### src/lsu_pkg.sv
`default_nettype none

package lsu_pkg;

    // Data and address width
    localparam int XLEN = 32;

    // Signed immediate offset on the request
    localparam int OFFSET_WIDTH = 12;

    // Scratch region is 4 KiB at the bottom of the address map
    localparam logic [XLEN-1:0] SCRATCH_BASE = 32'h0000_0000;
    localparam int SCRATCH_ADDR_BITS = 12;
    localparam int SCRATCH_WORDS = 1024;

    // Buffering
    localparam int INPUT_DEPTH = 4;
    localparam int MAX_INFLIGHT = 2;
    localparam int WB_CREDITS = 2;

    // Access width, fn3 encoding
    typedef enum logic [2:0] {
        BYTE   = 3'b000,
        HALF   = 3'b001,
        WORD   = 3'b010,
        BYTE_U = 3'b100,
        HALF_U = 3'b101
    } ls_width_e;

    // Target sub-unit
    typedef enum logic {
        UNIT_SCRATCH = 1'b0,
        UNIT_BUS     = 1'b1
    } ls_unit_e;

endpackage

`default_nettype wire

### src/load_align.sv
`timescale 1ns/10ps
`default_nettype none

module load_align (
    input  logic [lsu_pkg::XLEN-1:0] raw_data,
    input  logic [1:0]               byte_offset,
    input  lsu_pkg::ls_width_e       width,
    output logic [lsu_pkg::XLEN-1:0] load_data
);

    import lsu_pkg::*;

    logic [XLEN-1:0] shifted;

    // Bring the addressed lane down to bit 0
    assign shifted = raw_data >> {byte_offset, 3'b000};

    always_comb begin
        case (width)
            BYTE:    load_data = {{(XLEN-8){shifted[7]}}, shifted[7:0]};
            HALF:    load_data = {{(XLEN-16){shifted[15]}}, shifted[15:0]};
            BYTE_U:  load_data = {{(XLEN-8){1'b0}}, shifted[7:0]};
            HALF_U:  load_data = {{(XLEN-16){1'b0}}, shifted[15:0]};
            default: load_data = shifted;
        endcase
    end

endmodule

`default_nettype wire

### config.mk
export PLATFORM = sky130hd
export DESIGN_NAME = load_align
export DESIGN_NICKNAME = d
export VERILOG_FILES = /design/src/lsu_pkg.sv /design/src/load_align.sv
export SDC_FILE = /design/constraint.sdc
export NUM_CORES = 1
export LEC_CHECK = 0
export ABC_AREA = 1
export CAP_MARGIN = 20
export CORE_MARGIN = 8
export CORE_UTILIZATION = 65
export DETAILED_ROUTE_END_ITERATION = 6
export DONT_BUFFER_PORTS = 1
export GPL_TIMING_DRIVEN = 0
export PLACE_DENSITY_LB_ADDON = 0.25
export SYNTH_ARGS = -nofsm -noshare
export SYNTH_HDL_FRONTEND = slang
export SYNTH_SLANG_ARGS = --single-unit
### constraint.sdc
create_clock -name vclk -period 3
set_clock_uncertainty 0.2 [all_clocks]
set_input_delay 0.3 -clock vclk [all_inputs]
set_output_delay 0.3 -clock vclk [all_outputs]
set_load 0.03 [all_outputs]
-- Word-level counts from Yosys, hierarchy flattened
Index checks and enable logic that the tools add are counted.
- mux-type cells: 1
- shift-type cells: 1
- reductions and logical operators: 1
- equality and inequality tests: 3
- operators with widths (cell ; count):
    case mux 32 bit (4 select lines) ; 1
    >> shifter 32 x 5 -> 32 bit ; 1
    == test 3 bit (second input constant) ; 2
    == test 3 x 1 -> 1 bit (second input constant) ; 1
    zero test 3 bit ; 1
- input port bits: 37
- bits in registers: 0
- output and inout bits: 32
- word-level logic and storage cells: 6

-- Longest topological paths before layout
- word-level depth: 2
- gate-level depth with buffers: 7
- gate-level depth less buffers: 5

-- Worst setup path before layout
Ideal clock, no wire load.
- kind: in2out
- start point: input byte_offset[0]
- end point: output load_data[0] (netlist name)
- data arrival time: 1.273 ns
- required time: 2.500 ns
- buffers on the path: 2
- cell stages on the path: 5
- slack: 1.227 ns
- path through: buf_6 > inv_8 > buf_2 > nand2_1 > a22oi_1
- longest elaborated chain between the ends: 2
- RTL lines (what ; RTL line ; RTL):
    start: declaration ; load_align.sv:6 ; input logic [1:0] byte_offset,
    >> shifter 32 x 5 -> 32 bit ; load_align.sv:16 ; assign shifted = raw_data >> {byte_offset, 3'b000};
    case mux 32 bit (4 select lines) ; load_align.sv:19 ; case (width)
    end: declaration ; load_align.sv:8 ; output logic [lsu_pkg::XLEN-1:0] load_data
No other way between the ends.

-- Final worst setup path
- start point: input byte_offset[0]
- end point: output load_data[4] (netlist name)
The elaborated chain is that of the path after synthesis.

==> flow_results.org <==
** Run status
- The run finished with clean final reports.

** Floorplanning
- The floorplan step defined a die boundary enclosing ~2900 um2.
- Number of top-level design ports :: roughly 70
- The initialized floorplan defines 13 standard-cell rows.
- Horizontal die dimension :: approximately 54 um
- Core footprint :: roughly 1300 um2
- The die is between 50 and 60 um tall.
- Starting density of the core :: 69.9%

** Worst setup path
- For this run, the slowest stage of the critical path takes slightly below 600 ps.
- On the critical path, the stage with the largest delay is an instance of sky130_fd_sc_hd__a22oi_1.
- Critical path buffers and inverters :: 3
- Worst Setup Start Kind :: input pin
- Crit path required time :: 2500 ps
- Critical path fanouts, max :: 10
- Worst-path cell chain :: buf_6, inv_8, buf_2, nand2_1, a22oi_1
- The kind of cell with the highest combined delay along the critical path is compound AO/OA/AOI/OAI gates.
- Worst setup path class :: input pin to output pin
- Capturing element type of the critical path :: output pin
- Tracing the worst setup path back leads to its startpoint at byte_offset[0].
- STA puts the critical path data arrival time at around 1400 ps.

** Synthesis
- Dominant combinational cell family by area after synthesis :: simple AND/OR/NAND/NOR gates
- Simple logic cell fraction of the synthesized area :: 59.0%
- Of the post-synthesis cell area, the part taken by muxes is 0%.
- In this run, distinct cell masters in the synthesized netlist total 22.
- The share of the Yosys chip area taken by registers is 0%.
- A synthesized cell averages slightly below 6 um2.
- Area fraction in compound gates after synthesis :: roughly a quarter
- Yosys printed 0 warnings.
- Cell area after technology mapping :: about 920 um2
- Adder-cell area share of the yosys netlist :: 0%
- The synthesized netlist devotes 0% of its cell area to XOR and XNOR gates.
- After technology mapping, the gate count stands at 158.
- Counting every net in the synthesized netlist gives roughly 200.

** Pwr
- Of the total power, the share spent switching nets is about three quarters.
- Reported net switching power :: 0.166 mW
- Total chip power :: roughly 0.22 mW
- Share of total power in combinational logic :: 100.0%
- Sequential share of power :: 0%
- VDD sags by at most about 0.14 mV.
- Dividing total power by cell area gives a power density of between 200 and 250 nW/um2.
- Leakage :: about 0.54 nW
- Of the total power, the clock network draws 0%.
- Int Power :: between 0.05 and 0.06 mW

** Placement
- Once detailed placement completed, the half-perimeter wirelength came to between 2 and 3 mm.
- RePlAce Congestion :: 0.931
- Number of I/O port buffers :: 0

** Cells and area
- Most common cell after layout, fill and taps aside :: sky130_fd_sc_hd__nand2_1
- In the layout the commonest cells are 48 x sky130_fd_sc_hd__nand2_1, 17 x sky130_fd_sc_hd__nand3_2, 14 x sky130_fd_sc_hd__o211ai_1.
- From synthesis to final layout, the design area changed by 2.04%.
- The layout has 0 clock buffers.
- Number of fill cells :: around 120
- The number of antenna diodes in the final layout is 0.
- The post-route netlist has 27.2% of its cells at a drive strength greater than 1.
- After the last flow step, the layout net total stands at roughly 200.
- Sequential cell count of the final layout :: 0
- Footprint of the flip-flops and latches :: 0 um2

** Routing
- Count of vias placed by the detailed router :: 1,109
- After detailed routing, the average wire length per cell comes to 17.3 um.
- The pre-antenna-repair detailed-routing pass consisted of 4 iterations.
- DRT antenna net count :: 0
- Iter 0 DRT Violations :: between 40 and 50
- Residual DRC count :: 0
- Total Wirelength :: approximately 3.0 mm
- Average via count per standard cell :: ~6.4

** Timing
- Actual transition at the worst max-transition pin :: around 360 ps
- The worst pin sits at a relative slew slack of approximately 76%.
- Setup repair after global routing left no endpoint under its margin.
- Min Clock Period, post-route :: 1910 ps
- Accumulated negative setup slack :: 0 ps
- Timing would allow up to approximately 520 MHz.
- Number of slew-limit violations in the final report :: 0
- Final hold violation count :: 0
- Setup violations remaining at the end of the flow were counted as 0.
- Tcrit/Tclk final :: 63.5%

** Clock network
- Post-CTS repair changed the size of 0 cells.
- Post-CTS timing repair inserted 0 buffers for setup.
- Number of hold buffers added after CTS :: 0

** Min path
- Critical hold path startpoint :: raw_data[31]
- The tightest min-delay check is of the input pin to output pin type.

** Global routing
- Global routing consumed, over all layers together, a little over a fifth of the routing resources.
- The number of antenna violations at the first check in global routing came to 0.
- Global routing finished with a remaining overflow of 0.
- Via count of the first global-routing pass :: 1,100
- Wire length of the first global-routing pass :: roughly 5 mm
- Entering global routing, the biggest net connects 11 pins.

** Job
- Max Cap Viol :: 0
## metal layers
layer / GRT usage, % / up-vias / part of all wire, %
met5: 0 / - / 0
li1: - / 546 / -
met3: 6.61 / 4 / 13
met4: 1.26 / 0 / 0.43
met1: 25.6 / 477 / 39
met2: 37.9 / 82 / 48
## final timing paths
check / depth (start not counted) / end
worst max-delay path: 5 / load_data[4]
worst min-delay path: 2 / load_data[31]
## cell families after synthesis
group                  Yosys count
and+or+nand+nor                 99
AOI/OAI and AO/OA               35
buffers and inverters           24
## cell type report
| type | instances | area (um2) | area share (%) |
|---|---|---|---|
| well taps | 15 | 18.8 | 2.00 |
| plain buffers | 13 | 98.8 | 10.5 |
| inverters | 11 | 51.3 | 5.46 |
| multi-input cells | 134 | 771 | 82.0 |
## power by group through the flow
| stage | Clock (mW) | Sequential (mW) | Combinational, mW |
|---|---|---|---|
| global placement | 0 | 0 | 0.213 |
| global route | 0 | 0 | 0.234 |
| detailed placement | 0 | 0 | 0.217 |
| floorplan | 0 | 0 | 0.192 |
| CTS | 0 | 0 | 0.217 |
| finish | 0 | 0 | 0.217 |
## cell usage after synthesis
cell type / count / area [um2]
sky130_fd_sc_hd__nand2_2: 5 / 31.3
sky130_fd_sc_hd__nand2_4: 1 / 11.3
sky130_fd_sc_hd__nand2_1: 48 / 180
sky130_fd_sc_hd__nand3_4: 1 / 17.5
sky130_fd_sc_hd__inv_1: 8 / 30.0
sky130_fd_sc_hd__buf_4: 2 / 15.0
sky130_fd_sc_hd__nor2_2: 2 / 12.5
sky130_fd_sc_hd__o21ai_0: 7 / 35.0
sky130_fd_sc_hd__inv_2: 1 / 3.75
sky130_fd_sc_hd__buf_8: 1 / 15.0
sky130_fd_sc_hd__nor2_1: 10 / 37.5
sky130_fd_sc_hd__nand3_2: 17 / 170
sky130_fd_sc_hd__inv_4: 1 / 6.26
sky130_fd_sc_hd__a21oi_1: 7 / 35.0
sky130_fd_sc_hd__nor2_4: 1 / 11.3
sky130_fd_sc_hd__inv_8: 1 / 11.3
sky130_fd_sc_hd__nand3_1: 13 / 65.1
sky130_fd_sc_hd__buf_6: 3 / 33.8
sky130_fd_sc_hd__a22oi_1: 7 / 52.6
sky130_fd_sc_hd__buf_2: 7 / 35.0
sky130_fd_sc_hd__and2_1: 1 / 6.26
sky130_fd_sc_hd__o211ai_1: 14 / 105
## metrics by stage
stage	hold slack (ps)	instance area, um2	utilization [%]	worst slack [ps]	std cells
after floorplan	630	921	-	1230	158
after global placement	643	940	71.3	1100	173
after detailed placement	644	940	71.3	1090	173
after CTS	645	940	71.3	1090	173
after global routing	656	940	71.3	1030	173
final	638	940	71.3	1090	173
No activity file was read; power rests on OpenSTA's default activity.
