===== config.mk =====
export PLATFORM = sky130hd
export DESIGN_NAME = ls_request_decode
export DESIGN_NICKNAME = d
export VERILOG_FILES = /design/src/lsu_pkg.sv /design/src/ls_request_decode.sv
export SDC_FILE = /design/constraint.sdc
export NUM_CORES = 1
export LEC_CHECK = 0
export ABC_AREA = 1
export BUFFER_PORTS_ARGS = -buffer_cell sky130_fd_sc_hd__clkbuf_2
export CAP_MARGIN = 20
export CORE_MARGIN = 3
export CORE_UTILIZATION = 49
export DETAILED_ROUTE_END_ITERATION = 8
export PLACE_DENSITY_LB_ADDON = 0.12
export SLEW_MARGIN = 10
export SYNTH_ARGS = -nofsm -noshare
export SYNTH_HDL_FRONTEND = slang
export SYNTH_SLANG_ARGS = --single-unit

===== constraint.sdc =====
create_clock -name vclk -period 2.9
set_input_delay 0.435 -clock vclk [all_inputs]
set_output_delay 0.435 -clock vclk [all_outputs]
set_load 0.02 [all_outputs]

===== src/lsu_pkg.sv =====
`default_nettype none

package lsu_pkg;

    // Data and address width
    localparam int XLEN = 32;

    // Signed immediate offset on the request
    localparam int OFFSET_WIDTH = 12;

    // Scratch region is 4 KiB at the bottom of the address map
    localparam logic [XLEN-1:0] SCRATCH_BASE = 32'h0000_0000;
    localparam int SCRATCH_ADDR_BITS = 12;
    localparam int SCRATCH_WORDS = 1024;

    // Buffering
    localparam int INPUT_DEPTH = 4;
    localparam int MAX_INFLIGHT = 2;
    localparam int WB_CREDITS = 2;

    // Access width, fn3 encoding
    typedef enum logic [2:0] {
        BYTE   = 3'b000,
        HALF   = 3'b001,
        WORD   = 3'b010,
        BYTE_U = 3'b100,
        HALF_U = 3'b101
    } ls_width_e;

    // Target sub-unit
    typedef enum logic {
        UNIT_SCRATCH = 1'b0,
        UNIT_BUS     = 1'b1
    } ls_unit_e;

endpackage

`default_nettype wire


===== src/ls_request_decode.sv =====
`timescale 1ns/10ps
`default_nettype none

module ls_request_decode (
    input  logic [lsu_pkg::XLEN-1:0]         base,
    input  logic [lsu_pkg::OFFSET_WIDTH-1:0] offset,
    input  lsu_pkg::ls_width_e               width,
    input  logic                             store,
    input  logic [lsu_pkg::XLEN-1:0]         store_data,
    output logic [lsu_pkg::XLEN-1:0]         addr,
    output logic [lsu_pkg::XLEN/8-1:0]       be,
    output logic [lsu_pkg::XLEN-1:0]         wdata,
    output logic                             misaligned,
    output lsu_pkg::ls_unit_e                unit
);

    import lsu_pkg::*;

    // Base plus sign-extended immediate
    assign addr = base + {{(XLEN-OFFSET_WIDTH){offset[OFFSET_WIDTH-1]}}, offset};

    always_comb begin
        case (width)
            HALF, HALF_U: misaligned = addr[0];
            WORD:         misaligned = |addr[1:0];
            default:      misaligned = 1'b0;
        endcase
    end

    // Byte enables are only raised for stores
    always_comb begin
        be = '0;
        if (store) begin
            case (width)
                BYTE, BYTE_U: be[addr[1:0]] = 1'b1;
                HALF, HALF_U: be = addr[1] ? 4'b1100 : 4'b0011;
                default:      be = 4'b1111;
            endcase
        end
    end

    // Replicate narrow store data across all byte lanes
    always_comb begin
        case (width)
            BYTE, BYTE_U: wdata = {4{store_data[7:0]}};
            HALF, HALF_U: wdata = {2{store_data[15:0]}};
            default:      wdata = store_data;
        endcase
    end

    assign unit = (addr[XLEN-1:SCRATCH_ADDR_BITS] == SCRATCH_BASE[XLEN-1:SCRATCH_ADDR_BITS])
                ? UNIT_SCRATCH : UNIT_BUS;

endmodule

`default_nettype wire


---- Word-level counts from Yosys, hierarchy flattened ----
Cells that the tools add are included.
storage, ports and cells
  flip-flop bits (word level) ............. 0
  memory bits (read-only) ................. 0
  output and inout port bits .............. 70
  word-level logic and storage cells ...... 21
  memories kept ........................... 0
  latch bits .............................. 0
  RAM bits ................................ 0
cells by class
  mux-type cells .......................... 8
  bitwise gates (word level) .............. 0
  equality and inequality tests ........... 4
  divide/modulo/power cells ............... 0
  reduce and logical (&&, ||, !) cells .... 6
  shift-type cells ........................ 0
  magnitude comparators ................... 2
  multipliers ............................. 0
  add/subtract/negate cells ............... 1
operators by type and width
  kind                                                                                 count
  32-bit one-hot mux with 2 select lines                                               1
  32-bit adder                                                                         1
  20-bit logical NOT                                                                   1
  4-bit two-way mux                                                                    2
  4-bit one-hot mux with 2 select lines                                                1
  3-bit == test, second input constant                                                 2
  2-bit OR reduction                                                                   3
  3-bit by 1-bit == test with 1-bit output, second input constant                      1
  3-bit by 2-bit == test with 1-bit output, second input constant                      1
  3-bit logical NOT                                                                    1
  2-bit by 3-bit < comparator with 1-bit output, second input constant                 1
  1-bit demux with 2-bit select                                                        1
  2-bit by 1-bit greater-or-equal comparator with 1-bit output, second input constant  1
  1-bit two-way mux                                                                    2
  1-bit one-hot mux with 2 select lines                                                1
  1-bit logical AND                                                                    1

---- Depth between registers and ports, before layout ----
  word-level depth ........................ 7
  gate-level depth with buffers ........... 17
  gate-level depth less buffers ........... 17

---- Worst setup path after synthesis ----
OpenSTA, ideal clock, no wires.
  path kind ............................... input to output
  from .................................... input offset[0] (netlist name)
  to ...................................... output unit
  stages on the path ...................... 15
  slack ................................... 367 ps
  buffers on the path ..................... 0
  data required time ...................... 2465 ps
  arrival time ............................ 2098 ps
  cells stage by stage .................... ha_1 inv_1 fa_1 inv_1 nand2_1 nand2_1 nand3_1 nand2_2 nand3_1 nand4_1 nand2_1 nor2_1 nand2_1 nor2_1 nand2_1
on the way
  word-level cells in the longest chain between the ends .. 3
RTL lines
  what                line                     text
  start, declared     ls_request_decode.sv:6   input logic [lsu_pkg::OFFSET_WIDTH-1:0] offset,
  32-bit adder        ls_request_decode.sv:20  assign addr = base + {{(XLEN-OFFSET_WIDTH){offset[OFFSET_WIDTH-1]}}, offset};
  via addr, one bit   ls_request_decode.sv:10  output logic [lsu_pkg::XLEN-1:0] addr,
  20-bit logical NOT  ls_request_decode.sv:51  assign unit = (addr[XLEN-1:SCRATCH_ADDR_BITS] == SCRATCH_BASE[XLEN-1:SCRATCH_ADDR_BITS])
  1-bit two-way mux   ls_request_decode.sv:52  ? UNIT_SCRATCH : UNIT_BUS;
  end, declared       ls_request_decode.sv:14  output lsu_pkg::ls_unit_e unit
The timed path passes the listed nets, and every way through them passes these cells.

---- Worst setup path in the final report ----
  from .................................... input offset[11] (netlist name)
  to ...................................... output unit
on the way
  word-level cells in the longest chain between the ends .. 3
RTL lines
  what                line
  32-bit adder        ls_request_decode.sv:20
  20-bit logical NOT  ls_request_decode.sv:51
  1-bit two-way mux   ls_request_decode.sv:52
Every way passes these cells.

==> summary.md <==
| Metric | Value |
|---|---|
| Status | `finished, violations left` |
| Failing checks | `setup timing` |
| Die Wd | `84.8 um` |
| Pin count of the biggest net entering global routing | `20` |
| Fin nets | `958` |
| Via count | `4,626` |
| Peak supply drop | `0.000207 V` |
| Combinational Power Share | `100.0%` |
| Die area | `7190 sq um` |
| # fillers | `441` |
| Hold Path Stages | `2` |
| Synth Instances | `640` |
| Post-synthesis sequential area ratio | `0%` |
| Tightest Pin Transition | `0.346 ns` |
| HPWL after DPL | `9700 um` |
| Min Clock Period, post-route | `2.94 ns` |
| Switching part of the total | `59.3%` |
| DR pass1 iterations | `5` |
| Final Power | `1.24 mW` |
| Dpl ws | `-0.115 ns` |
| Clk pwr share | `0%` |
| Flip-flop and latch area | `0 sq um` |
| RD Place Congestion | `0.961` |
| FMAX | `340 MHz` |
| Final instance count without filler cells | `919` |
| Drt wl/cell | `13.2 um` |
| Hold Slack | `1.12 ns` |
| GRT Overall Usage | `28.7%` |
| DRT iter0 DRCs | `290` |
| Switching power | `0.737 mW` |
| Sink of the worst hold path | `wdata[5]` |
| Slew headroom | `76.9%` |
| Seq cells | `0` |
| Total grt overflow | `0` |
| Pwr/cell area | `258 nW/um^2` |
| Routed Wire Length | `12,100 um` |
| Hold_sp | `store_data[5]` |
| Total of max-cap violations | `0` |
| Num rows | `28` |
| CP Launch Type | `input pin` |
| Io pins | `150` |
| Clock buffer count | `0` |
| Hold Path Class | `input pin to output port` |
| Required @ worst endpoint | `2.47 ns` |
| Synth warn | `0` |
| Setup Crit Path Kind | `input pin to output port` |
| Post-route ant nets | `0` |
| Share of layout cells above drive strength 1 | `37.9%` |
| Hold Vio Cnt, Final | `0` |
| Synth area leader | `nand2_1` |
| Antenna violations before repair | `0` |
| Final WS setup | `-0.0386 ns` |
| IO Port Bufs | `150` |
| Finish-stage setup viols | `1` |
| Vias in the first global route | `3,967` |
| Final worst path period share | `101%` |
| Largest cells by area after synthesis | `nand2_1 36%, inv_1 15%, ha_1 13%` |
| Mapped Nets | `752` |
| Routed vias/inst | `5.03` |
| Core Area | `5960 sq um` |
| Layout area overhead | `58.3%` |
| Number of unique standard cell types used by synthesis | `33` |
| Antenna Cells | `0` |
| Worst EP arrival | `2.50 ns` |
| Post-layout util | `80.9%` |
| Area after DPL | `4270 sq um` |
| Die H | `84.8 um` |
| Post-Route Setup TNS | `-0.0386 ns` |
| Crit Path Max Fanout | `14` |
| Post-route cell area | `4820 sq um` |
| Syn avg cell area | `4.75 sq um` |
| Crit end category | `output port` |
| First-pass GRT wire length | `17,500 um` |
| Residual DRC | `0` |
| Internal | `0.505 mW` |
| Max Transition Viols Final | `0` |
| Leak Pwr | `2.96 nW` |
| Post-synth top area share | `35.6%` |
| Initial core utilization | `51.1%` |
| Placed insts | `914` |
| Post-Syn Area | `3040 sq um` |
| Sequential share of power | `0%` |
power by group through the flow:
| stage | logic, mW | registers [mW] | clock network (mW) |
|---|---|---|---|
| floorplan | 0.655 | 0 | 0 |
| global placement | 1.07 | 0 | 0 |
| detailed placement | 1.08 | 0 | 0 |
| CTS | 1.10 | 0 | 0 |
| global route | 1.34 | 0 | 0 |
| finish | 1.24 | 0 | 0 |
routing by layer:
layer  share of wire [%]  global-route usage, %  up-vias
met1                  41                   37.1     2061
met4                 1.4                   3.31        0
met3                 5.7                  0.785       16
met2                  52                   54.1      196
li1                    -                      -     2353
met5                   0                      0        -
final cells by class:
cell class | count | area [sq um] | area share [%]
inverter | 130 | 488 | 10.1
multi-input combinational | 498 | 2960 | 61.4
timing repair buffer | 216 | 1280 | 26.6
tap | 75 | 93.8 | 1.95
what timing repair did:
action / CTS / global route
endpoints found under the hold margin: 0 / 0
hold buffers: 0 / 0
pin swaps: 0 / 22
setup endpoints to repair: 1 / 6
cloned: 0 / 0
resized for setup: 12 / 85
setup buffers: 0 / 5
Yosys cell counts (4+ instances only):
master      n
nand2_1   289
inv_1     123
nor2_1     45
nand3_1    37
ha_1       31
a21oi_1    23
nand2_2    10
xor2_1      9
buf_4       8
o21ai_0     8
nand3b_1    6
nand4_1     6
nor2_2      6
inv_2       5
and2_1      4
xnor2_1     4
cells in the final DEF, fill, tap and decap left out, types with 2 or more instances in the layout:
master,count
a21oi_1,13
a21oi_2,10
and2_1,3
buf_4,66
buf_6,3
clkbuf_2,146
clkinv_1,2
ha_1,7
ha_4,24
inv_1,120
inv_2,8
nand2_1,276
nand2_2,23
nand3_1,34
nand3_2,4
nand3b_1,6
nand4_1,6
nor2_1,30
nor2_2,20
nor2_4,4
nor3_2,3
o21ai_0,5
o21ai_1,3
o21bai_1,3
xnor2_1,2
xnor2_2,2
xor2_1,9
logic make-up (layout without fill, tap and decap cells):
logic type	count (synthesis)	count (layout)	synth area share, %
xor gates and xnor gates	13	13	3.74
and+or+nand+nor	415	415	57.4
adders and majority gates	32	32	13.4
buffers and inverters	142	346	18.5
AOI/OAI and AO/OA	38	38	6.95
worst max-delay path: stages:
cell and delay, ns:
buf_12 0.15, ha_4 0.31, nand2_2 0.11, nor2_2 0.11, buf_4 0.12, nand2_1 0.06
nand2_1 0.12, inv_1 0.08, nand2_1 0.14, nand2_1 0.08, nand2_1 0.15, nand3_2 0.12
nor2_4 0.13, nand2_1 0.06, nor2_1 0.10, nand2_1 0.08, buf_6 0.14
worst max-delay path by stage:
| stage | startpoint | to | cells after the start |
|---|---|---|---|
| finish | offset[11] | unit | 17 |
| global route | offset[11] | unit | 17 |
| CTS | offset[0] | unit | 19 |
| floorplan | offset[0] | unit | 15 |
| detailed placement | offset[11] | unit | 17 |
| global placement | offset[11] | unit | 17 |
Power figures use the tool's default switching activity.
