[src/lsu_pkg.sv]
`default_nettype none

package lsu_pkg;

    // Data and address width
    localparam int XLEN = 32;

    // Signed immediate offset on the request
    localparam int OFFSET_WIDTH = 12;

    // Scratch region is 4 KiB at the bottom of the address map
    localparam logic [XLEN-1:0] SCRATCH_BASE = 32'h0000_0000;
    localparam int SCRATCH_ADDR_BITS = 12;
    localparam int SCRATCH_WORDS = 1024;

    // Buffering
    localparam int INPUT_DEPTH = 4;
    localparam int MAX_INFLIGHT = 2;
    localparam int WB_CREDITS = 2;

    // Access width, fn3 encoding
    typedef enum logic [2:0] {
        BYTE   = 3'b000,
        HALF   = 3'b001,
        WORD   = 3'b010,
        BYTE_U = 3'b100,
        HALF_U = 3'b101
    } ls_width_e;

    // Target sub-unit
    typedef enum logic {
        UNIT_SCRATCH = 1'b0,
        UNIT_BUS     = 1'b1
    } ls_unit_e;

endpackage

`default_nettype wire

[src/mem_bus_port.sv]
`timescale 1ns/10ps
`default_nettype none

module mem_bus_port (
    input  logic                       clk,
    input  logic                       rst,
    input  logic                       new_request,
    input  logic                       load,
    input  logic [lsu_pkg::XLEN/8-1:0] be,
    input  logic [lsu_pkg::XLEN-1:0]   addr,
    input  logic [lsu_pkg::XLEN-1:0]   wdata,
    input  logic                       bus_gnt,
    input  logic                       bus_rvalid,
    input  logic [lsu_pkg::XLEN-1:0]   bus_rdata,
    output logic                       unit_ready,
    output logic                       data_valid,
    output logic [lsu_pkg::XLEN-1:0]   data,
    output logic                       bus_req,
    output logic                       bus_we,
    output logic [lsu_pkg::XLEN-1:0]   bus_addr,
    output logic [lsu_pkg::XLEN/8-1:0] bus_be,
    output logic [lsu_pkg::XLEN-1:0]   bus_wdata
);

    typedef enum logic {
        IDLE,
        REQ
    } bus_state_e;

    bus_state_e state;

    always_ff @(posedge clk) begin
        if (rst) begin
            state <= IDLE;
        end else begin
            case (state)
                IDLE: if (new_request) state <= REQ;
                REQ:  if (bus_gnt) state <= IDLE;
                default: state <= IDLE;
            endcase
        end
    end

    // Payload captured once and held until grant
    always_ff @(posedge clk) begin
        if (new_request && state == IDLE) begin
            bus_we <= ~load;
            bus_addr <= addr;
            bus_be <= be;
            bus_wdata <= wdata;
        end
    end

    assign bus_req = (state == REQ);
    assign unit_ready = (state == IDLE);

    // Read responses come back in order
    assign data_valid = bus_rvalid;
    assign data = bus_rvalid ? bus_rdata : '0;

endmodule

`default_nettype wire

[config.mk]
export PLATFORM = sky130hd
export DESIGN_NAME = mem_bus_port
export DESIGN_NICKNAME = d
export VERILOG_FILES = /design/src/lsu_pkg.sv /design/src/mem_bus_port.sv
export SDC_FILE = /design/constraint.sdc
export NUM_CORES = 1
export LEC_CHECK = 0
export ABC_CLOCK_PERIOD_IN_PS = 4300
export BUFFER_PORTS_ARGS = -buffer_cell sky130_fd_sc_hd__buf_2
export CAP_MARGIN = 40
export CORE_MARGIN = 3
export CORE_UTILIZATION = 37
export DETAILED_ROUTE_END_ITERATION = 8
export GPL_TIMING_DRIVEN = 0
export PLACE_DENSITY_LB_ADDON = 0.25
export RECOVER_POWER = 25
export SETUP_SLACK_MARGIN = 0.3
export SKIP_CTS_REPAIR_TIMING = 1
export SLEW_MARGIN = 20
export SYNTH_ARGS = -nofsm -noshare
export SYNTH_HDL_FRONTEND = slang
export SYNTH_SLANG_ARGS = --single-unit
[constraint.sdc]
create_clock -name clk -period 4.3 [get_ports clk]
set_input_delay 0.43 -clock clk [delete_from_list [all_inputs] [get_ports clk]]
set_output_delay 0.43 -clock clk [all_outputs]
set_load 0.05 [all_outputs]
-- Word level (Yosys, flattened, before mapping)
Cells that the tools add are included.
- muxes and demuxes: 4
- bitwise operators: 2
- reductions and logical operators: 1
- operator list (cell ; number):
    $mux W32 ; 1
    $mux W1 ; 2
    $not A1 Y1 ; 2
    $pmux W1 S2 ; 1
    $logic_and A1 B1 Y1 ; 1
- bits in registers: 70
- output and inout port bits: 104
- word-level logic and storage cells: 12

-- Longest topological paths before layout
Gate-level depths: netlist of the first run.
- depth in word-level cells: 2
- depth in mapped cells: 2

-- Worst setup path before layout of the first run
OpenSTA, ideal clock, no wires.
- path kind: reg2reg
- start point: register state, in the netlist bus_req
- end point: register bus_addr[0] in the netlist's numbering (enable)
- arrival time: 3.615 ns
- data required time: 3.797 ns
- setup slack: 0.182 ns
- stages on the path, launching flop included: 2
- buffers on the path: 0
- clock period less this slack: 4.118 ns
- cell sequence: dfxtp_1 > nor2b_1
- longest elaborated chain between the ends: 2
- RTL lines (item ; line ; text):
    from (decl) ; mem_bus_port.sv:30 ; bus_state_e state;
    from (signal assigned) ; mem_bus_port.sv:34 ; state <= IDLE;
    from (signal assigned) ; mem_bus_port.sv:37 ; IDLE: if (new_request) state <= REQ;
    from (signal assigned) ; mem_bus_port.sv:38 ; REQ: if (bus_gnt) state <= IDLE;
    $not A1 Y1 ; -- ;
    $logic_and A1 B1 Y1 ; mem_bus_port.sv:46 ; if (new_request && state == IDLE) begin
    to (signal assigned) ; mem_bus_port.sv:48 ; bus_addr <= addr;
    to (decl) ; mem_bus_port.sv:20 ; output logic [lsu_pkg::XLEN-1:0] bus_addr,
No other way between the ends.
A chain may end at the register's enable or synchronous reset.

-- Worst setup path after layout of the first run
- start point: register state, in the netlist bus_req
- end point: register bus_addr[5] in the netlist's numbering (enable)
Same word-level chain as after synthesis.

==> results.sh, run 1 <==
export IMPL_hp_class="in2reg"
export IMPL_finalCriticalPeriod_ps=1630
export IMPL_fin_crit_sh_pct=37.9
export IMPL_core_region_area_um2=6060
export IMPL_ir_worst_vdd_mv=0.223
export IMPL_path_cells="nor2b_4, buf_16, buf_12"
export IMPL_nNetsFinal=439
export IMPL_grt_pass1_vias=1770
export IMPL_tightest_slew_ps=556
export IMPL_endpoint="bus_addr[5]"
export IMPL_grt_pass1_wl_mm=9.20
export IMPL_n_antenna_cell=0
export IMPL_synth_top_area_share_pct=87.1
export IMPL_worstReg2RegStart="bus_req"
export IMPL_fillers=475
export IMPL_clk_pin_slew_ps=90
export IMPL_slowest_stage="nor2b_4"
export IMPL_synthTopCellsByArea="edfxtp_1 (87%), and2_2 (10%), dfxtp_1 (0.84%), clkbuf_2 (0.63%), a211oi_1 (0.32%)"
export IMPL_gp_congestion=0.737
export IMPL_grt_max_degree=31
export IMPL_start_kind="register"
export IMPL_maxCapViolations=0
export IMPL_finalSetupViolations=0
export IMPL_initial_core_util_pct=39.3
export IMPL_hpwl_mm=5.30
export IMPL_die_width_um=86.2
export IMPL_rsz0062_at_grt="no"
export IMPL_avgSynthCellArea_um2=21.4
export IMPL_drt_wl_total_mm=6.47
export IMPL_multiInputGateArea_um2=265
export IMPL_cts_buffers=9
export IMPL_cts_tree="yes"
export IMPL_max_stage_delay_ps=480
export IMPL_regArea_um2=2090
export IMPL_crit_arrival_ps=1660
export IMPL_finClkSkew_ps=6.17
export IMPL_ys_warn_count=0
export IMPL_p_leak_nw=1.78
export IMPL_post_dp_cell_area_um2=3570
export IMPL_firstDrtPassIters=4
export IMPL_syn_inst=111
export IMPL_critPathLaunch="bus_req"
export IMPL_antenna_left=0
export IMPL_setup_slack_ps=2670
export IMPL_stdcell_area_um2=3780
export IMPL_drt_iter0_markers=85
export IMPL_status="finished, final reports clean"
export IMPL_power_per_cell_area_nw_per_um2=446
export IMPL_drc=0
export IMPL_power_mw=1.68
export IMPL_required_ps=4330
export IMPL_syn_area_um2=2380
export IMPL_slew_headroom_pct=62.9
export IMPL_grt_overflow=0
export IMPL_clock_root_buffer="clkbuf_8"
export IMPL_ios=210
export IMPL_ys_ff_latch=70
export IMPL_synthDistinctLibCells=9
export IMPL_slew_violations=0
export IMPL_reg2reg_to="bus_addr[5]"
export IMPL_via_per_inst=4.29
export IMPL_finalSetupTns_ps=0
export IMPL_syn_to_final_growth_pct=58.7
export IMPL_max_freq_mhz=614
export IMPL_cp_max_fo=30
export IMPL_yosysTopAreaCell="edfxtp_1"
export IMPL_grtUsageTotal_pct=16.9
export IMPL_rr_worst_depth=3
export IMPL_crit_type="reg2reg"
export IMPL_port_buffers=209
export IMPL_synth_seq_area_share_pct=87.9
export IMPL_vias=1772
export IMPL_wl_per_cell_um=15.7
export IMPL_clk_latency_ps=340
export IMPL_place_inst=397
export IMPL_die_area_um2=7430
export IMPL_rrSetupSlack_ps=2670
export IMPL_dpl_worst_slack_ps=2490
export IMPL_finalHoldViolations=0
export IMPL_clockBufferDepth=2
export IMPL_end_kind="register"
export IMPL_synth_nets=217
export IMPL_num_rows=28
export IMPL_die_h_um=86.2
export IMPL_h_tree_depth=3
export IMPL_cts_sinks=70
export IMPL_drive_above_1_share_pct=78.1
export IMPL_instances_no_fill=413
export IMPL_antenna_found_initial=0
cell type report:
| class | count | area share, % |
|---|---|---|
| Sequential cell | 70 | 55.4 |
| Timing Repair Buffer | 211 | 29.0 |
| Multi-Input combinational cell | 35 | 7.02 |
| Clock buffer | 9 | 3.28 |
| Tap cell | 75 | 2.48 |
| Clock inverter | 7 | 2.09 |
| Buffer | 4 | 0.596 |
| Inverter | 2 | 0.199 |
synthesized netlist by cell type (all sizes together):
cell type,n
edfxtp,69
and2,32
clkbuf,3
inv,2
a211oi,1
buf,1
dfxtp,1
nor2,1
nor2b,1
per-stage QoR:
stage	hold WS, ps	util (%)
after global routing	232	62.3
after CTS	245	62.3
after global placement	523	58.1
after detailed placement	574	59.0
after floorplan	508	-
final	263	62.3
worst max-delay path: cells and delay by family, from the launching register on:
kind / cells / cell delay, ps
AND/OR/NAND/NOR: 1 / 480
buffers and inverters: 2 / 460
flip-flops: 1 / 370
cell usage in the layout (no fill, tap or decap):
master / n
nor2b_4: 1
buf_4: 1
dfxtp_1: 1
bufinv_16: 1
clkinvlp_4: 3
clkbuf_2: 3
buf_16: 1
inv_6: 3
clkbuf_8: 9
a211oi_1: 1
edfxtp_1: 69
inv_1: 2
buf_2: 209
and2_2: 32
nor2_1: 1
buf_12: 1
cells by family (layout without fill, tap and decap cells):
group	Yosys count	after routing	synth area share, %
AO/OA/AOI/OAI	1	1	0.316
buffers and inverters	6	233	1.26
AND/OR/NAND/NOR	34	34	10.5
flip-flops	70	70	87.9
power by group:
| group | internal (mW) | total (mW) | leakage [nW] | switching, mW |
|---|---|---|---|---|
| Sequential | 0.799 | 0.808 | 0.668 | 0.00908 |
| Clock | 0.274 | 0.527 | 0.0929 | 0.254 |
| Combinational | 0.0893 | 0.348 | 1.01 | 0.259 |
| Total | 1.16 | 1.68 | 1.78 | 0.522 |
worst min path at each step:
stage / slack [ps] / end / start / depth (start not counted)
6_report: 260 / bus_wdata[17] / wdata[17] / 1
5_1_grt: 230 / bus_addr[26] / addr[26] / 1
4_1_cts: 240 / bus_wdata[17] / wdata[17] / 1
3_5_place_dp: 570 / bus_req / bus_req / 2
3_3_place_gp: 520 / bus_req / bus_req / 1
2_1_floorplan: 510 / bus_req / rst / 1
registers in the layout, summed over array words and instances (netlist names):
register / flops
bus_addr: 32
bus_req: 1
bus_be: 4
bus_wdata: 32
bus_we: 1
metal layers:
metal / track usage [%] / vias to the layer above / routed length, um
li1: - / 850 / -
met1: 17.1 / 784 / 2150
met2: 30.8 / 133 / 3430
met3: 7.13 / 5 / 833
met4: 5.95 / 0 / 57
met5: 0 / - / 0
Note: power is estimated with default switching activity, not from simulation.
==> run 2: changes to the inputs <==
- ABC_CLOCK_PERIOD_IN_PS: 4300 -> 1450
- CORE_UTILIZATION: 37 -> 34
- clock period: 4.3 -> 1.45 ns (I/O delays scaled with it)
==> run 2 against run 1 <==
Routed wire length grew 24%. Utilization grew 7.4 points. First-iteration DRC count is the same. Total power grew to 3.1 times the previous value. Sequential share of layout area shrank 9.6 points. Largest cell class unchanged. Highest routed layer unchanged.
==> results.sh, run 2 (synthesis gave the netlist of run 1 again) <==
export IMPL_end_kind="output port"
export IMPL_drive_above_1_share_pct=65.2
export IMPL_grt_pass1_vias=1659
export IMPL_die_h_um=89.7
export IMPL_crit_arrival_ps=980
export IMPL_hp_class="in2reg"
export IMPL_path_cells="inv_1, buf_6"
export IMPL_start_kind="register"
export IMPL_finalSetupTns_ps=0
export IMPL_stdcell_area_um2=4580
export IMPL_rrSetupSlack_ps=330
export IMPL_drt_iter0_markers=85
export IMPL_rr_worst_depth=3
export IMPL_maxCapViolations=0
export IMPL_finClkSkew_ps=10.9
export IMPL_fin_crit_sh_pct=77.5
export IMPL_antenna_left=0
export IMPL_slew_violations=0
export IMPL_required_ps=1310
export IMPL_syn_to_final_growth_pct=92.5
export IMPL_wl_per_cell_um=15.8
export IMPL_finalHoldViolations=0
export IMPL_slowest_stage="dfxtp_4"
export IMPL_cp_max_fo=6
export IMPL_power_per_cell_area_nw_per_um2=1130
export IMPL_finalCriticalPeriod_ps=1120
export IMPL_worstHoldPathCells=2
export IMPL_nNetsFinal=515
export IMPL_status="finished, final reports clean"
export IMPL_fillers=444
export IMPL_crit_type="reg2out"
export IMPL_drc=0
export IMPL_antenna_found_initial=0
export IMPL_grt_overflow=0
export IMPL_hpwl_mm=5.10
export IMPL_die_width_um=89.7
export IMPL_holdPathEnd="bus_we"
export IMPL_port_buffers=209
export IMPL_cts_tree="yes"
export IMPL_max_stage_delay_ps=410
export IMPL_die_area_um2=8040
export IMPL_p_leak_nw=2.11
export IMPL_grt_pass1_wl_mm=8.41
export IMPL_max_freq_mhz=890
export IMPL_grt_max_degree=26
export IMPL_worst_path_dominant_cell_family="flip-flops"
export IMPL_hold_path_startpoint="load"
export IMPL_firstDrtPassIters=6
export IMPL_clock_root_buffer="clkbuf_8"
export IMPL_cts_sinks=70
export IMPL_clk_pin_slew_ps=80
export IMPL_reg_largest_list="bus_addr x32, bus_wdata x32, bus_be x4"
export IMPL_via_per_inst=4.10
export IMPL_post_dp_cell_area_um2=3610
export IMPL_rsz0062_at_grt="no"
export IMPL_drt_wl_total_mm=8.03
export IMPL_path_buf_inv=2
export IMPL_cts_buffers=9
export IMPL_grtUsageTotal_pct=14.7
export IMPL_gp_congestion=0.662
export IMPL_core_region_area_um2=6570
export IMPL_clk_latency_ps=340
export IMPL_initial_core_util_pct=36.2
export IMPL_final_cell_mix="buf_2 (206), dlygate4sd3_1 (70), edfxtp_1 (69), and2_2 (32), clkbuf_8 (9)"
export IMPL_layout_commonest_cell="buf_2"
export IMPL_ios=210
export IMPL_place_inst=415
export IMPL_worstReg2RegStart="bus_req"
export IMPL_power_mw=5.18
export IMPL_finalSetupViolations=0
export IMPL_reg2reg_to="bus_wdata[28]"
export IMPL_h_tree_depth=3
export IMPL_slew_headroom_pct=73.7
export IMPL_n_antenna_cell=0
export IMPL_clockBufferDepth=2
export IMPL_instances_no_fill=507
export IMPL_ir_worst_vdd_mv=0.784
export IMPL_num_rows=29
export IMPL_tightest_slew_ps=393
export IMPL_vias=2077
==> run 2: cell count changes in the layout (fill, tap and decap cells not counted), sizes merged <==
cell,change
clkinvlp,+1
dlygate4sd3,+70
nor2b,+1
clkinv,+1
inv,-2
buf,+3
clkbuf,+2
==> run 2: cell type report <==
cell class              count  area (um2)  area share, %
well taps                  93         116           2.54
clock inverters             7        72.6           1.58
plain buffers               4        22.5          0.492
clock buffers               9         124           2.70
inverters                   2        7.51          0.164
flip-flops and latches     70        2100           45.7
multi-input cells          36         279           6.09
repair buffers            286        1860           40.7
==> run 2: worst max path at each step <==
stage	slack, ps	end	cells after the start	from
5_1_grt	280	bus_addr[1]	1	bus_addr[1]
2_1_floorplan	-420	bus_addr[0]	1	bus_req
6_report	330	unit_ready	2	bus_req
3_5_place_dp	-110	bus_wdata[1]	2	bus_req
4_1_cts	-110	bus_wdata[22]	2	bus_req
3_3_place_gp	-690	bus_wdata[8]	1	bus_req
==> run 2: metrics by stage <==
step                      worst slack [ps]  utilization (%)  hold WS (ps)
final                                  327             69.8          50.7
after global routing                   280             69.8          37.3
after CTS                             -112             57.9         -65.1
after detailed placement              -106             54.9           307
after global placement                -693             54.1           301
after floorplan                       -425                -           214
==> run 2: report_power, final <==
group / total [mW] / leakage (nW) / internal (mW) / switching (mW)
clock: 1.55 / 0.0855 / 0.793 / 0.752
combinational: 1.23 / 1.35 / 0.416 / 0.813
sequential: 2.40 / 0.669 / 2.37 / 0.0332
total: 5.18 / 2.11 / 3.58 / 1.60
==> run 2: worst register-to-register path, cell delays in order, from the launching register on <==
cell,delay (ps)
dfxtp_4,380
nor2b_4,130
buf_12,140
buf_6,180
==> run 2: routing by layer <==
| metal | global-route usage (%) | wire length, um | vias up | share of wire, % |
|---|---|---|---|---|
| li1 | - | - | 1002 | - |
| met1 | 15.9 | 2860 | 934 | 36 |
| met2 | 23.8 | 4230 | 121 | 53 |
| met3 | 8.03 | 748 | 20 | 9.3 |
| met4 | 6.09 | 187 | 0 | 2.3 |
| met5 | 0 | 0 | - | 0 |
