## src/lsu_fifo.sv

```systemverilog
`timescale 1ns/10ps
`default_nettype none

module lsu_fifo #(
    parameter int DATA_WIDTH = 8,
    parameter int DEPTH = 4
) (
    input  logic                  clk,
    input  logic                  rst,
    input  logic                  push,
    input  logic                  pop,
    input  logic [DATA_WIDTH-1:0] data_in,
    output logic [DATA_WIDTH-1:0] data_out,
    output logic                  valid,
    output logic                  full
);

    localparam int PTR_W = (DEPTH > 1) ? $clog2(DEPTH) : 1;
    localparam int CNT_W = $clog2(DEPTH + 1);

    logic [DATA_WIDTH-1:0] mem [DEPTH];
    logic [PTR_W-1:0] rd_ptr;
    logic [PTR_W-1:0] wr_ptr;
    logic [CNT_W-1:0] count;
    logic wr_en;
    logic rd_en;

    assign wr_en = push && !full;
    assign rd_en = pop && valid;

    always_ff @(posedge clk) begin
        if (rst) begin
            rd_ptr <= '0;
            wr_ptr <= '0;
            count <= '0;
        end else begin
            if (wr_en)
                wr_ptr <= (wr_ptr == PTR_W'(DEPTH - 1)) ? '0 : wr_ptr + 1'b1;
            if (rd_en)
                rd_ptr <= (rd_ptr == PTR_W'(DEPTH - 1)) ? '0 : rd_ptr + 1'b1;
            if (wr_en && !rd_en)
                count <= count + 1'b1;
            else if (rd_en && !wr_en)
                count <= count - 1'b1;
        end
    end

    always_ff @(posedge clk) begin
        if (wr_en)
            mem[wr_ptr] <= data_in;
    end

    // Head entry is visible as soon as it is written
    assign data_out = mem[rd_ptr];
    assign valid = (count != '0);
    assign full = (count == CNT_W'(DEPTH));

endmodule

`default_nettype wire

```

## config.mk

```make
export PLATFORM = sky130hd
export DESIGN_NAME = lsu_fifo
export DESIGN_NICKNAME = d
export VERILOG_FILES = /design/src/lsu_fifo.sv
export SDC_FILE = /design/constraint.sdc
export NUM_CORES = 1
export LEC_CHECK = 0
export ABC_AREA = 1
export BUFFER_PORTS_ARGS = -buffer_cell sky130_fd_sc_hd__buf_4
export CAP_MARGIN = 20
export CELL_PAD_IN_SITES_DETAIL_PLACEMENT = 1
export CELL_PAD_IN_SITES_GLOBAL_PLACEMENT = 2
export CORE_MARGIN = 5
export CORE_UTILIZATION = 30
export DETAILED_ROUTE_END_ITERATION = 8
export GPL_TIMING_DRIVEN = 0
export PLACE_DENSITY = 0.72
export SLEW_MARGIN = 0
export SYNTH_ARGS = -nofsm -noshare
export SYNTH_HDL_FRONTEND = slang
export SYNTH_SLANG_ARGS = --single-unit
```

## constraint.sdc

```tcl
create_clock -name clk -period 1.6 [get_ports clk]
set_clock_uncertainty 0.05 [all_clocks]
set_input_delay 0 -clock clk [delete_from_list [all_inputs] [get_ports clk]]
set_output_delay 0 -clock clk [all_outputs]
set_load 0.05 [all_outputs]
```

Word-level counts from Yosys, hierarchy flattened
Memories as Yosys holds them, arrays and structs flattened. A register that Yosys moved wholly into a read port is not among the register bits.
Index checks and enable logic that the tools add are counted.
- input bits: 12
- memories kept: 1
- output and inout port bits: 10
- bits in writable memories: 32
- logic and storage cells: 28
- flip-flop bits (word level): 7
- memory list (name ; depth ; bits a word ; read ports ; clocked after memory_dff ; write ports ; line ; source):
    mem ; 4 ; 8 ; 1 ; 1 ; 1 ; 21 ; logic [DATA_WIDTH-1:0] mem [DEPTH];
- add/subtract/negate cells: 4
- reductions and logical operators: 9
- equality and inequality tests: 3
- muxes and demuxes: 8
- operators by type and width (operator ; number):
    $mux 2 ; 4
    $mux 3 ; 2
    $add 2x1->2 const B ; 2
    $eq 2x2->1 const B ; 2
    $logic_and 1x1->1 ; 4
    $add 3x1->3 const B ; 1
    $eq 3x3->1 const B ; 1
    $logic_not 1->1 ; 3
    $reduce_bool 3->1 ; 1
    $sub 3x1->3 const B ; 1
    $mux 1 ; 2
    $reduce_bool 2->1 ; 1

Longest topological paths before layout
Gate-level depths: netlist of the first run.
- depth after elaboration: 7
- gate-level depth with buffers: 13
- mapped depth without buffers: 13

Worst setup path after synthesis of the first run
No wires, ideal clock.
- path type: register to register
- start: register count[1]
- end: register count[2]
- data required time: 1.440 ns
- path buffers: 0
- data arrival time: 1.840 ns
- slack: -0.400 ns
- setup time: 0.110 ns
- clock period less this slack: 2.000 ns
- cell stages (with the launch flop): 13
- path through: dfxtp_1 -> nor2_1 -> nand2_1 -> nand2_2 -> ha_1 -> inv_1 -> fa_1 -> inv_1 -> nand2_1 -> nand3_1 -> nand2_1 -> inv_1 -> nor2_1
- elaborated cells on any way between the ends: 14
- classes of those cells: add/sub (2); eq/ne (1); mux (2); reduce/logical (9)
- RTL lines (what ; line ; source):
    from (decl) ; 24 ; logic [CNT_W-1:0] count;
    from (signal assigned) ; 42 ; count <= count + 1'b1;
    from (signal assigned) ; 44 ; count <= count - 1'b1;
    $reduce_bool 3->1 * ; 55 ; assign valid = (count != '0);
    net valid ; 14 ; output logic valid,
    $logic_and 1x1->1 * ; 29 ; assign rd_en = pop && valid;
    $logic_not 1->1 ; 41 ; if (wr_en && !rd_en)
    $logic_and 1x1->1 ; 41 ;
    $mux 3 or $reduce_bool 2->1 (tied branches) ; - ;
The timed path passes the listed nets; every way through them passes the cells marked *. The select of a mux whose other input is x is not followed.
A chain may end at the register's enable or synchronous reset.

Worst setup path in the final report of the first run
- start: register count[0]
- end: register count[1]
- longest elaborated chain between the ends: 6
- elaborated cells on any way between the ends: 14
- classes of those cells: add/sub (2); eq/ne (1); mux (2); reduce/logical (9)
- RTL lines (what ; line ; source):
    $eq 3x3->1 * ; 56 ; assign full = (count == CNT_W'(DEPTH));
    $logic_not 1->1 * ; 28 ; assign wr_en = push && !full;
    $logic_and 1x1->1 * ; 28 ;
    net wr_en ; 25 ; logic wr_en;
    $logic_not 1->1 ; 43 ; else if (rd_en && !wr_en)
    $logic_and 1x1->1 ; 43 ;
    $reduce_bool 2->1 (no line) ; - ;
Marked as above.

==> results.json, run 1 <==
{
  "rsz0062_at_grt": "true",
  "cts_max_path_buffers": 2,
  "overflow": 0,
  "place_hpwl_um": 2630,
  "drv_slew": 0,
  "fmax_mhz": 579,
  "synth.avg_cell_area_um2": 11.6,
  "seq_area_frac_synth": 0.673,
  "yosysTopAreaCell": "edfxtp_1",
  "violations": "negative setup slack",
  "cp-start-kind": "register",
  "arrival_ns": 1.86,
  "grt_use_total": 0.112,
  "area_growth_pct": 35.8,
  "max-slew-margin-rel": 0.472,
  "syn_area_um2": 1700,
  "die_w_um": 85.2,
  "hold_viol_final": 0,
  "max_cap_viol_count": 0,
  "hold_path_class": "in -> reg",
  "outcome": "complete, but fails checks",
  "p_switching_uw": 1700,
  "synth_fp_nets": 165,
  "first_pass_iters": 3,
  "yosys_warnings": 0,
  "combPwrFrac": 0.473,
  "synth.distinct_cells": 19,
  "initial_utilization": 0.308,
  "p_int_uw": 2330,
  "syn_inst": 146,
  "post-route-drc-count": 0,
  "p_leak_uw": 0.000912,
  "cts-root-buf": "clkbuf_8",
  "post_dp_cell_area_um2": 1990,
  "wire_per_inst_um": 13.9,
  "finalCriticalPeriod_ns": 1.73,
  "final-setup-viol-count": 18,
  "netlist_top_cells_count": "nor2_1, edfxtp_1, inv_1",
  "dp_slack_ns": -0.179,
  "cts_buffers": 5,
  "rows": 27,
  "p_seq_frac": 0.365,
  "io_buffers": 21,
  "drt_iter0_drc": 69,
  "ys_ff_latch": 41,
  "place.gp.congestion": 0.794,
  "core-area_um2": 5510,
  "crit_path_end_kind": "register",
  "cts-htree-levels": 2,
  "fin_crit_sh": 1.08,
  "tns_ns": -0.781,
  "pin_count": 22,
  "grt_max_degree": 14,
  "routed_wl_um": 3740,
  "synth_flop_cell": "edfxtp_1",
  "synth.area.top_cells": "edfxtp_1, dfxtp_1, nor2_1",
  "powerDensity_nw_per_um2": 1750,
  "synth_most_common_cell": "nor2_1",
  "worstPathMaxFanout": 5,
  "synth-async-reset-ratio": 0,
  "antenna_found_initial": 0,
  "switching_share": 0.422,
  "antenna_cells": 0,
  "grt_first_pass_wirelength_um": 6220,
  "worstMarginPinSlew_ns": 0.789,
  "path_class": "reg -> reg",
  "vias": 1200,
  "n_fill_cell": 596,
  "fin_area_um2": 2300,
  "vias_per_cell": 4.46,
  "fin_nets": 215,
  "fp.dieH_um": 85.2,
  "pwr-share-clk": 0.163,
  "worstSkewPairLatency_ns": 0.29,
  "ant_nets": 0,
  "cts_tree": "yes",
  "netlist.area_leader.share": 0.567,
  "dieArea_um2": 7250,
  "synth_edf_count": 32,
  "grt_pass1_vias": 1260,
  "drive_above_1_share": 0.335,
  "path_clk_slew_ns": 0.07,
  "peakVddDrop_mv": 0.632,
  "finalPower_uw": 4030,
  "post-route-util": 0.418,
  "cp.required_ns": 1.73,
  "cts.sinks": 41,
  "fin_ws_ns": -0.128
}
placed cells by master (no fill, tap or decap), types with 2 or more instances in the layout:
cell            n
dfxtp_4         2
nand2_4         4
buf_4          32
nor2_1         30
nand2_2         2
dfxtp_1         5
edfxtp_1       32
buf_6           2
clkinvlp_4      2
clkbuf_8        5
dfxtp_2         2
inv_1          12
o22ai_1         8
a21oi_1         2
ha_1            5
o21ai_0        12
o21ai_2         4
inv_2           4
nand2_1         8
nand3b_1        2
dlygate4sd3_1  11
nor2_2          2
what timing repair did:
| item | 4_1_cts | 5_1_grt |
|---|---|---|
| hold buffers | 11 | 0 |
| setup buffers | 8 | 3 |
| hold endpoints to repair | 36 | 0 |
| gates resized for setup | 11 | 3 |
| pin swaps | 8 | 4 |
| endpoints found under the setup margin | 37 | 27 |
metrics by stage:
step / hold slack [ns] / std cells
2_1_floorplan: 0.0150 / 146
5_1_grt: 0.381 / 269
6_report: 0.359 / 269
3_3_place_gp: 0.110 / 239
4_1_cts: 0.349 / 266
3_5_place_dp: 0.114 / 239
sequential cells by signal (all words and copies together), names as in the netlist, named ones only:
name	count
rd_ptr	2
mem	32
wr_ptr	2
count	3
logic make-up after synthesis:
group                      after synthesis  synth area share
DFF                                     41             0.673
AOI/OAI and AO/OA                       27            0.0923
buffers and inverters                   19            0.0509
and+or+nand+nor                         51             0.123
xor gates and xnor gates                 1           0.00517
adders and majority gates                7            0.0561
worst max-delay path, stage by stage, from the launching register on:
cell and delay [ns]:
dfxtp_4 0.36, nor2_4 0.16, nand2_4 0.08, nand2_4 0.10, inv_2 0.05, ha_4 0.16
inv_4 0.05, fa_2 0.43, o21ai_2 0.12, nor2_1 0.06
layer usage:
| layer | global-route usage | share of wire | up-vias |
|---|---|---|---|
| met5 | 0 | 0 | - |
| met4 | 0.0345 | 0.0037 | 0 |
| met3 | 0.0379 | 0.037 | 2 |
| met2 | 0.197 | 0.52 | 17 |
| met1 | 0.128 | 0.44 | 585 |
| li1 | - | - | 596 |
worst paths after layout:
path	startpoint	to	slack, ns	depth (start not counted)
min	rst	count[0]$_SDFFE_PP0P_	0.36	3
min reg2reg	rd_ptr[1]$_SDFFE_PP0P_	register	0.48	2
max reg2reg	count[0]$_SDFFE_PP0P_	count[1]$_SDFFE_PP0P_	-0.13	9
max	count[0]$_SDFFE_PP0P_	count[1]$_SDFFE_PP0P_	-0.13	9
final cells by class:
cell class                 count  area [um2]  share of cell area
tap                           72        90.1              0.0391
multi-input combinational     86         534               0.232
clock buffer                   6        72.6              0.0315
sequential                    41        1150               0.500
timing repair buffer          43         350               0.152
buffer                         2        22.5             0.00978
clock inverter                 2        15.0             0.00652
inverter                      17        66.3              0.0288
power groups by stage:
stage	Clock [uW]	Combinational (uW)	Sequential (uW)
finish	657	1910	1470
global route	729	2080	1490
CTS	681	1870	1470
detailed placement	0	1700	1490
global placement	0	1640	1480
floorplan	0	1220	1440
(Power assumes the default switching activity.)
==> inputs of run 2 (changes only) <==
--- a/config.mk
+++ b/config.mk
@@ -6,7 +6,7 @@
 export NUM_CORES = 1
 export LEC_CHECK = 0
 export ABC_AREA = 1
-export BUFFER_PORTS_ARGS = -buffer_cell sky130_fd_sc_hd__buf_4
+export BUFFER_PORTS_ARGS = -buffer_cell sky130_fd_sc_hd__buf_2
 export CAP_MARGIN = 20
 export CELL_PAD_IN_SITES_DETAIL_PLACEMENT = 1
 export CELL_PAD_IN_SITES_GLOBAL_PLACEMENT = 2
==> run 2 against run 1 <==
  * The flow still finishes with violations (negative setup slack)
  * Via count increased by 2.7%
  * Maximum frequency grew 0.25%
  * First-iteration DRC count is 36% lower
  * Die area unchanged
  * Flip-flop and latch count unchanged
  * Worst hold slack worse by 0.34 ns
  * Combinational power about the same
  * Total power increased by 4.0%
  * Global-route usage rose by 0.11 points
  * Count of clock-buffer cells in the layout unchanged
  * Final area rose by 0.54%
  * Sequential power hardly changed
  * Critical endpoint unchanged
  * Highest routed layer unchanged
==> results.json, run 2 (same netlist as run 1, synthesis figures left out) <==
{
  "fmax_mhz": 580,
  "place_hpwl_um": 2570,
  "reg_top3": "mem (32), count (3)",
  "pin_count": 22,
  "vias": 1232,
  "wire_per_inst_um": 14.2,
  "rsz0062_at_grt": "true",
  "peakVddDrop_mv": 0.644,
  "rr_worst_depth": 9,
  "cp_slowest_cell": "fa_2",
  "cp-start-kind": "register",
  "cp.buffers_inverters": 2,
  "cts_max_path_buffers": 2,
  "max-slew-margin-rel": 0.488,
  "powerDensity_nw_per_um2": 1810,
  "max_cap_viol_count": 0,
  "antenna_cells": 0,
  "critical_path_depth": 9,
  "grt_use_total": 0.113,
  "r2r_slack_ns": -0.12,
  "dieArea_um2": 7250,
  "n_fill_cell": 609,
  "violations": "negative setup slack",
  "cts_buffers": 5,
  "final_common_cell": "edfxtp_1",
  "path_cells": "nor2_4, nand2_4, nand2_4, inv_4, ha_4, inv_4, fa_2, o21ai_2, nor2_1",
  "worstHoldEndpoint": "rd_ptr[1]$_SDFFE_PP0P_",
  "fin_area_um2": 2310,
  "hold_viol_final": 0,
  "cts_tree": "yes",
  "largest_register_ff_count": 32,
  "fin_nets": 218,
  "worstMarginPinSlew_ns": 0.765,
  "arrival_ns": 1.86,
  "cts.sinks": 41,
  "reg2reg_to": "count[1]$_SDFFE_PP0P_",
  "min_from": "pop",
  "path_delay_family": "adder cells",
  "first_pass_iters": 4,
  "fp.dieH_um": 85.2,
  "regMostFlops": "mem",
  "cts-root-buf": "clkbuf_8",
  "drv_slew": 0,
  "io_buffers": 21,
  "initial_utilization": 0.308,
  "worstReg2RegStart": "count[0]$_SDFFE_PP0P_",
  "fin_ws_ns": -0.124,
  "grt_max_degree": 14,
  "final-setup-viol-count": 10,
  "core-area_um2": 5510,
  "worstSkewPairLatency_ns": 0.29,
  "cp.required_ns": 1.73,
  "overflow": 0,
  "tns_ns": -0.449,
  "routed_wl_um": 3860,
  "crit_path_end_kind": "register",
  "grt_first_pass_wirelength_um": 6280,
  "worstPathMaxFanout": 5,
  "path_clk_slew_ns": 0.08,
  "vias_per_cell": 4.53,
  "die_w_um": 85.2,
  "post-route-drc-count": 0,
  "antenna_found_initial": 0,
  "place.gp.congestion": 0.791,
  "max_stage_delay_ns": 0.43,
  "hold_path_class": "in -> reg",
  "area_growth_pct": 36.5,
  "drt_iter0_drc": 44,
  "p_leak_uw": 0.000928,
  "ant_nets": 0,
  "post_dp_cell_area_um2": 1940,
  "finalCriticalPeriod_ns": 1.72,
  "path_class": "reg -> reg",
  "outcome": "complete, but fails checks",
  "cts-htree-levels": 2,
  "fin_crit_sh": 1.08,
  "grt_pass1_vias": 1314,
  "whs_path_depth": 4,
  "drive_above_1_share": 0.360,
  "rows": 27,
  "final_cell_mix": "edfxtp_1, nor2_1, buf_2"
}
## run 2: cell types whose count changed in the layout (fill, tap and decap cells not counted)
cell,before,now
dfxtp_1,5,6
dfxtp_2,2,1
clkinvlp_4,2,0
buf_2,0,19
inv_1,12,11
bufinv_16,0,1
nor2_1,30,28
inv_4,1,2
dlygate4sd3_1,11,10
nor2_4,1,3
buf_4,32,17
clkinv_4,0,1
## run 2: final cells by class
type	count	area (um2)	share of cell area
clock inverters	2	38.8	0.0168
multi-input cells	86	549	0.237
repair buffers	46	323	0.139
inverters	17	68.8	0.0297
clock buffers	6	72.6	0.0314
plain buffers	2	22.5	0.00973
flip-flops and latches	41	1150	0.497
well taps	72	90.1	0.0389
## run 2: routing by layer
| layer | GRT usage | wire [um] | up-vias | part of all wire |
|---|---|---|---|---|
| li1 | - | - | 606 | - |
| met1 | 0.128 | 1590 | 598 | 0.41 |
| met2 | 0.200 | 2040 | 23 | 0.53 |
| met3 | 0.0369 | 184 | 5 | 0.048 |
| met4 | 0.0388 | 53 | 0 | 0.014 |
| met5 | 0 | 0 | - | 0 |
## run 2: metrics by stage
stage / total power [uW] / std cells / utilization / setup slack, ns / hold WS [ns]
after global placement: 3030 / 239 / 0.352 / -0.159 / 0.118
final: 4190 / 272 / 0.420 / -0.124 / 0.0161
after CTS: 4110 / 266 / 0.408 / -0.120 / 0.00551
after floorplan: 2670 / 146 / - / -0.0534 / 0.0150
after detailed placement: 3080 / 239 / 0.352 / -0.176 / 0.125
after global routing: 4450 / 272 / 0.420 / -0.188 / 0.0405
## run 2: worst min-delay path, cell delays in order
cell and delay, ns:
buf_2 0.12, nand3b_1 0.08, nand2_1 0.06, nor2_1 0.04
## run 2: worst max path at each step
stage | startpoint | slack (ns) | to
2_1_floorplan | count[0]$_SDFFE_PP0P_ | -0.05 | count[2]$_SDFFE_PP0P_
3_3_place_gp | count[0]$_SDFFE_PP0P_ | -0.16 | mem[0][1]$_DFFE_PP_
3_5_place_dp | count[0]$_SDFFE_PP0P_ | -0.18 | mem[0][1]$_DFFE_PP_
4_1_cts | count[1]$_SDFFE_PP0P_ | -0.12 | count[1]$_SDFFE_PP0P_
5_1_grt | count[0]$_SDFFE_PP0P_ | -0.19 | count[1]$_SDFFE_PP0P_
6_report | count[0]$_SDFFE_PP0P_ | -0.12 | count[1]$_SDFFE_PP0P_
## run 2: report_power, final
part           switching [uW]  total (uW)  internal, uW
Clock                     362         830           468
Combinational            1250        1900           652
Sequential                128        1460          1330
Total                    1740        4190          2450
## run 2: what timing repair did
item	CTS	global route
endpoints found under the setup margin	40	34
pin swaps	5	2
endpoints found under the hold margin	34	0
hold buffers	10	0
gates resized for setup	12	10
buffers inserted	9	6
